$ cat config.mk
export PLATFORM = sky130hd
export DESIGN_NAME = mp3_memory
export DESIGN_NICKNAME = d
export VERILOG_FILES = /design/src/common/lc3b_types.sv /design/src/cache/cache.sv /design/src/design/arbiter.sv /design/src/design/mp3_memory.sv
export VERILOG_INCLUDE_DIRS = /design/src /design/src/common
export SDC_FILE = /design/constraint.sdc
export NUM_CORES = 2
export LEC_CHECK = 0
export ABC_AREA = 1
export BUFFER_PORTS_ARGS = -buffer_cell sky130_fd_sc_hd__buf_2
export CELL_PAD_IN_SITES_DETAIL_PLACEMENT = 0
export CELL_PAD_IN_SITES_GLOBAL_PLACEMENT = 1
export CORE_ASPECT_RATIO = 2
export CORE_MARGIN = 4
export CORE_UTILIZATION = 50
export CTS_BUF_LIST = sky130_fd_sc_hd__clkbuf_16
export CTS_CLUSTER_DIAMETER = 30
export DETAILED_ROUTE_END_ITERATION = 7
export PLACE_DENSITY_LB_ADDON = 0.1
export SKIP_LAST_GASP = 1
export SYNTH_ARGS = -nofsm -noshare
export SYNTH_HDL_FRONTEND = slang
export SYNTH_HIERARCHICAL = 1
export SYNTH_SLANG_ARGS = --single-unit
export TNS_END_PERCENT = 10
$ cat constraint.sdc
create_clock -name clk -period 18.5 [get_ports clk]
set_clock_uncertainty 0.05 [all_clocks]
set_input_delay 3.7 -clock clk [delete_from_list [all_inputs] [get_ports clk]]
set_output_delay 3.7 -clock clk [all_outputs]
set_load 0.05 [all_outputs]
$ cat src/common/lc3b_settings.svh
`ifndef LC3B_SETTINGS_SVH
`define LC3B_SETTINGS_SVH

// block geometry, shared by both caches and the block port
`define LC3B_BLOCK_BYTES 16
`define LC3B_CACHE_SETS 8

// address split, tag | index | offset
`define LC3B_OFFSET_BITS 4
`define LC3B_INDEX_BITS 3
`define LC3B_TAG_BITS 9

`endif

$ cat src/common/lc3b_types.sv
`include "lc3b_settings.svh"

package lc3b_types;

	typedef logic [15:0] lc3b_word;
	typedef logic [8*`LC3B_BLOCK_BYTES-1:0] lc3b_c_block;
	typedef logic [1:0] lc3b_mem_wmask;

	typedef logic [`LC3B_TAG_BITS-1:0] lc3b_cache_tag;
	typedef logic [`LC3B_INDEX_BITS-1:0] lc3b_cache_index;

	// word side request, held until mem_resp
	typedef struct packed {
		lc3b_word address;
		logic read;
		logic write;
		lc3b_word wdata;
		lc3b_mem_wmask byte_enable;
	} lc3b_mem_req;

	// block side request, address is block aligned
	typedef struct packed {
		lc3b_word address;
		logic read;
		logic write;
		lc3b_c_block wdata;
	} lc3b_pmem_req;

	typedef enum logic [1:0] {
		idle_check,
		write_back,
		fill
	} lc3b_cache_state;

endpackage : lc3b_types

$ cat src/cache/cache.sv
`timescale 1ns/100ps
`include "lc3b_settings.svh"

module cache (
	input logic clk,
	input logic rst_n,

	input lc3b_types::lc3b_mem_req mem_req,
	output lc3b_types::lc3b_word mem_rdata,
	output logic mem_resp,

	output lc3b_types::lc3b_pmem_req pmem_req,
	input lc3b_types::lc3b_c_block pmem_rdata,
	input logic pmem_resp
);
	import lc3b_types::*;

	localparam int words_per_block = `LC3B_BLOCK_BYTES / 2;
	localparam int word_sel_bits = $clog2(words_per_block);
	localparam int word_bits = $bits(lc3b_word);

	lc3b_c_block data_array [`LC3B_CACHE_SETS];
	lc3b_cache_tag tag_array [`LC3B_CACHE_SETS];
	logic [`LC3B_CACHE_SETS-1:0] valid;
	logic [`LC3B_CACHE_SETS-1:0] dirty;

	lc3b_cache_state state;

	lc3b_cache_tag req_tag;
	lc3b_cache_index req_index;
	logic [word_sel_bits-1:0] word_sel;
	logic access;
	logic hit;
	logic fill_done;
	logic finish;
	logic line_load;
	lc3b_c_block line_in;
	lc3b_c_block line_merged;
	lc3b_word word_in;

	assign req_tag = mem_req.address[15 -: `LC3B_TAG_BITS];
	assign req_index = mem_req.address[`LC3B_OFFSET_BITS +: `LC3B_INDEX_BITS];
	assign word_sel = mem_req.address[word_sel_bits:1];

	// request still open, the resp cycle itself is not served twice
	assign access = (mem_req.read || mem_req.write) && !mem_resp;
	assign hit = valid[req_index] && (tag_array[req_index] == req_tag);

	assign fill_done = (state == fill) && pmem_resp;
	assign finish = access && (((state == idle_check) && hit) || fill_done);
	assign line_load = fill_done || (finish && mem_req.write);

	// during the last fill cycle the access works on the incoming block
	assign line_in = (state == fill) ? pmem_rdata : data_array[req_index];
	assign word_in = line_in[word_sel*word_bits +: word_bits];

	always_comb begin
		line_merged = line_in;
		if (mem_req.byte_enable[0])
			line_merged[word_sel*word_bits +: 8] = mem_req.wdata[7:0];
		if (mem_req.byte_enable[1])
			line_merged[word_sel*word_bits+8 +: 8] = mem_req.wdata[15:8];
	end

	always_ff @(posedge clk) begin
		if (!rst_n) begin
			state <= idle_check;
			valid <= '0;
			dirty <= '0;
			mem_resp <= 1'b0;
		end else begin
			mem_resp <= finish;
			case (state)
				idle_check: begin
					if (access && !hit) begin
						if (dirty[req_index])
							state <= write_back;
						else
							state <= fill;
					end
				end
				write_back: begin
					if (pmem_resp)
						state <= fill;
				end
				fill: begin
					if (pmem_resp) begin
						state <= idle_check;
						valid[req_index] <= 1'b1;
					end
				end
				default: state <= idle_check;
			endcase
			if (finish && mem_req.write)
				dirty[req_index] <= 1'b1;
			else if (fill_done)
				dirty[req_index] <= 1'b0;
		end
	end

	always_ff @(posedge clk) begin
		if (finish)
			mem_rdata <= word_in;
		if (line_load) begin
			data_array[req_index] <= mem_req.write ? line_merged : line_in;
			tag_array[req_index] <= req_tag;
		end
	end

	always_comb begin
		pmem_req.read = (state == fill);
		pmem_req.write = (state == write_back);
		pmem_req.wdata = data_array[req_index];
		// victim goes back under its own tag
		if (state == write_back)
			pmem_req.address = {tag_array[req_index], req_index, {`LC3B_OFFSET_BITS{1'b0}}};
		else
			pmem_req.address = {req_tag, req_index, {`LC3B_OFFSET_BITS{1'b0}}};
	end

	resp_needs_request: assert property (@(posedge clk) disable iff (!rst_n)
		mem_resp |-> (mem_req.read || mem_req.write));

	pmem_req_held: assert property (@(posedge clk) disable iff (!rst_n)
		(pmem_req.read || pmem_req.write) && !pmem_resp |=> $stable(pmem_req));

endmodule : cache

$ cat src/design/arbiter.sv
`timescale 1ns/100ps

module arbiter (
	input logic clk,
	input logic rst_n,

	input lc3b_types::lc3b_pmem_req icache_pmem_req,
	input lc3b_types::lc3b_pmem_req dcache_pmem_req,

	output logic icache_pmem_resp,
	output logic dcache_pmem_resp,

	input logic pmem_resp,
	output lc3b_types::lc3b_word pmem_address,
	output logic pmem_read,
	output logic pmem_write,
	output lc3b_types::lc3b_c_block pmem_wdata
);
	import lc3b_types::*;

	typedef enum logic [1:0] {
		owner_none,
		owner_icache,
		owner_dcache
	} owner_t;

	owner_t owner;
	logic icache_wants;
	logic dcache_wants;
	lc3b_pmem_req granted;

	assign icache_wants = icache_pmem_req.read || icache_pmem_req.write;
	assign dcache_wants = dcache_pmem_req.read || dcache_pmem_req.write;

	always_ff @(posedge clk) begin
		if (!rst_n) begin
			owner <= owner_none;
		end else begin
			case (owner)
				// data side wins a tie
				owner_none: begin
					if (dcache_wants)
						owner <= owner_dcache;
					else if (icache_wants)
						owner <= owner_icache;
				end
				default: begin
					if (pmem_resp)
						owner <= owner_none;
				end
			endcase
		end
	end

	always_comb begin
		case (owner)
			owner_icache: granted = icache_pmem_req;
			owner_dcache: granted = dcache_pmem_req;
			default: granted = '0;
		endcase
	end

	assign pmem_address = granted.address;
	assign pmem_read = granted.read;
	assign pmem_write = granted.write;
	assign pmem_wdata = granted.wdata;

	assign icache_pmem_resp = pmem_resp && (owner == owner_icache);
	assign dcache_pmem_resp = pmem_resp && (owner == owner_dcache);

	one_direction: assert property (@(posedge clk) disable iff (!rst_n)
		!(pmem_read && pmem_write));

endmodule : arbiter

$ cat src/design/mp3_memory.sv
`timescale 1ns/100ps

module mp3_memory (
	input logic clk,
	input logic rst_n,

	input lc3b_types::lc3b_mem_req icache_req,
	output lc3b_types::lc3b_word icache_rdata,
	output logic icache_resp,

	input lc3b_types::lc3b_mem_req dcache_req,
	output lc3b_types::lc3b_word dcache_rdata,
	output logic dcache_resp,

	input logic pmem_resp,
	input lc3b_types::lc3b_c_block pmem_rdata,
	output logic pmem_read,
	output logic pmem_write,
	output lc3b_types::lc3b_word pmem_address,
	output lc3b_types::lc3b_c_block pmem_wdata
);
	import lc3b_types::*;

	lc3b_mem_req icache_rd_req;
	lc3b_pmem_req icache_pmem_req;
	lc3b_pmem_req dcache_pmem_req;
	logic icache_pmem_resp;
	logic dcache_pmem_resp;

	// instruction side never writes
	assign icache_rd_req = '{
		address: icache_req.address,
		read: icache_req.read,
		write: 1'b0,
		wdata: icache_req.wdata,
		byte_enable: icache_req.byte_enable
	};

	cache i_cache (
		.clk,
		.rst_n,
		.mem_req(icache_rd_req),
		.mem_rdata(icache_rdata),
		.mem_resp(icache_resp),
		.pmem_req(icache_pmem_req),
		.pmem_rdata,
		.pmem_resp(icache_pmem_resp)
	);

	cache d_cache (
		.clk,
		.rst_n,
		.mem_req(dcache_req),
		.mem_rdata(dcache_rdata),
		.mem_resp(dcache_resp),
		.pmem_req(dcache_pmem_req),
		.pmem_rdata,
		.pmem_resp(dcache_pmem_resp)
	);

	arbiter arbiter (
		.clk,
		.rst_n,
		.icache_pmem_req,
		.dcache_pmem_req,
		.icache_pmem_resp,
		.dcache_pmem_resp,
		.pmem_resp,
		.pmem_address,
		.pmem_read,
		.pmem_write,
		.pmem_wdata
	);

endmodule : mp3_memory

==> flow_summary.toml <==
[status]
status = "finished with violations"
failed_checks = "slew limit"

[cts]
post_cts_resized = 0
cts_tree = "built"
clkTransAtPathRegs_ps = 50
post_cts_buffers = 0
clockRootBuffer = "clkbuf_16"
clock_latency_ps = 860
numCtsBuffers = 287
cts_hold_buffers = 0
cts_buffer_depth = 4
clock_sinks = 2264
htree_levels = 5

[floorplan]
rows = 228
pin_count = 383
die_y_microns = 630.3
core_sq_um = 192800
start_util = 0.5020
die_area_sq_um = 201100
die_w_microns = 319.1

[critical_path]
cp-start-kind = "input pin"
cp-end-kind = "output port"
cp_max_fo = 53
critical_path_required_ps = 14750
crit_type = "input pin to output port"
reg2reg_from = "arbiter/owner[0]$_SDFFE_PN0P_"
startpoint = "icache_req[24]"
arrival_ps = 8580

[timing]
final_hold_viol_count = 0
setup_tns_ps = 0
rsz0062_at_grt = "false"
slew_violations = 157
period_share = 0.6666
setup_violations = 0
period_needed_ps = 12330
timing.fmax_mhz = 81.09
worst_slew_pin_slew_ps = 3886
slew_headroom = -1.614

[power_and_ir_drop]
switching_share = 0.3207
power_density_nw_per_um2 = 135.4
irDropWorstVdd_mv = 0.1430
clockPowerShare = 0.373
cellInternalPower_mw = 10.23
leakage_nw = 40.80
p_seq_frac = 0.422
pwr-share-comb = 0.205
netSwitchingPower_mw = 4.827

[grt]
track_usage = 0.3734
grt_pass1_vias = 66944
antenna_found_initial = 71
grt_pass1_wl_microns = 525000
grt.overflow.total = 0
grt_start_max_net_pins = 123

[detailed_routing]
first_pass_iters = 6
finalWirelength_microns = 386400
detail-route-antenna-nets = 0
vias = 73001
drt-wirelength-per-cell_microns = 33.25
drc = 0
drt_iter0_drc = 10452
viasPerCell = 6.282

[placement]
port-buffer-count = 375
gp_congestion = 0.9755
dp_cells = 11086
dp_hpwl_microns = 255700

[yosys]
synth_top_family_by_area = "simple AND/OR/NAND/NOR gates"
syn_area_per_cell_sq_um = 11.43
synth_flop_cell = "edfxtp_1"
synth_area_sq_um = 96800
ys_seq_elements = 2264
synth_compound_area_frac = 0.08387
yosys.area.top_type = "edfxtp_1"
synth.most_common_cell = "nand2_1"
yosys.area_share.adder = 0.001939
synth_edf_count = 2224
seq_area_frac_synth = 0.6982
yosys-top-cells-area = "edfxtp_1 (69%), nand2_1 (10%), inv_1 (2.2%), nand3_1 (2.0%), o21ai_0 (1.6%)"
synth_top_cell_area_share = 0.6899
ys_types = 53
synth-xor-area-share = 0.00009048
synthMuxAreaShare = 0.006747
yosys_warnings = 6
synth_common_cells = "nand2_1 (2633), edfxtp_1 (2224), inv_1 (564), nand3_1 (384), nor2_1 (364)"
synthArstFlopShare = 0
netlist_instances = 8469
yosys.area_share.simple = 0.1645

[layout]
syn2layout_area_growth_pct = 14.80
final_cells = 11621
fin_nets = 9063
fillCellCount = 15965
drive_above_1_share = 0.1307

[min_path]
hold_start = "i_cache/valid[1]$_SDFFE_PN0P_"
hp-class = "flip-flop to flip-flop"

[job]
cap_violations = 0
[path summary, 6_finish.rpt]
check	endpoint	slack [ps]	cells after the start
setup reg to reg	d_cache/data_array[7][12]$_DFFE_PP_	12690	13
hold / removal	i_cache/valid[1]$_SDFFE_PN0P_	400	2
setup / recovery	pmem_wdata[4]	6170	14
hold reg to reg	i_cache/valid[1]$_SDFFE_PN0P_	400	2
[cells in the final DEF (no fill, tap or decap), types with 118 or more instances in the layout]
cell type and instances:
a21oi_1 288, a221oi_1 122, a22o_1 118, buf_2 374, buf_4 135, clkbuf_16 294
edfxtp_1 2224, inv_1 586, nand2_1 2615, nand3_1 384, nand4_1 163, nor2_1 355
o21ai_0 295
[layer usage]
metal,part of all wire,global-route usage,wire length [microns],up-vias
met5,0.00060,0,233,-
met4,0.064,0.1937,24610,38
met3,0.12,0.08371,46170,997
met2,0.46,0.5927,178600,4825
met1,0.35,0.4838,136800,36438
li1,-,-,-,30703
[cells by family after synthesis]
| kind of cell | count (synthesis) |
|---|---|
| simple gates | 3830 |
| flops | 2264 |
| other cells | 3 |
| buf+inv | 1035 |
| compound gates | 1257 |
| xor+xnor | 1 |
| fa+ha+maj | 15 |
| mux | 64 |
[critical path: stages]
cell      delay (ps)
buf_2            110
buf_4            310
inv_2            100
buf_4            450
nand2_1          240
buf_4            340
inv_6            570
buf_4            650
a22o_1           270
a21oi_1           50
nand3b_1         270
nand2_1          170
a21oi_1          780
buf_2            410
[cell type report]
class | instances | area, sq um | share of cell area
multi-input cells | 5179 | 25240 | 0.2271
repair buffers | 526 | 3226 | 0.02903
diodes | 22 | 55.05 | 0.0004954
clock buffers | 294 | 7357 | 0.06620
inverters | 587 | 2238 | 0.02014
flip-flops and latches | 2264 | 67580 | 0.6082
well taps | 2530 | 3166 | 0.02849
clock inverters | 219 | 2267 | 0.02040
[sequential cells by signal (all words and copies together) (netlist names), named ones only]
register,cells
d_cache/data_array,1024
i_cache/data_array,1024
d_cache/tag_array,72
i_cache/tag_array,72
d_cache/mem_rdata,16
i_cache/mem_rdata,16
d_cache/valid,8
i_cache/valid,8
arbiter/owner,2
d_cache/state,2
i_cache/state,2
d_cache/mem_resp,1
i_cache/mem_resp,1
[power groups by stage]
stage	clock network [mW]	registers [mW]	logic, mW
after floorplan	0	6.45	1.67
after global placement	0	6.45	2.96
after detailed placement	0	6.46	3.01
after CTS	5.66	6.35	3.02
after global routing	5.87	6.35	3.21
final	5.61	6.35	3.09
[per-stage QoR]
step | worst slack [ps] | util | hold WS, ps | power (mW) | area (sq um)
finish | 6168 | 0.5763 | 399.9 | 15.05 | 111100
global route | 6157 | 0.5760 | 424.0 | 15.43 | 111100
CTS | 6308 | 0.5760 | 399.3 | 15.03 | 111100
detailed placement | 6303 | 0.5261 | 390.3 | 9.471 | 101500
global placement | 6290 | 0.5261 | 387.3 | 9.412 | 101500
floorplan | 8979 | - | 380.3 | 8.125 | 96830
(Power assumes the default switching activity.)
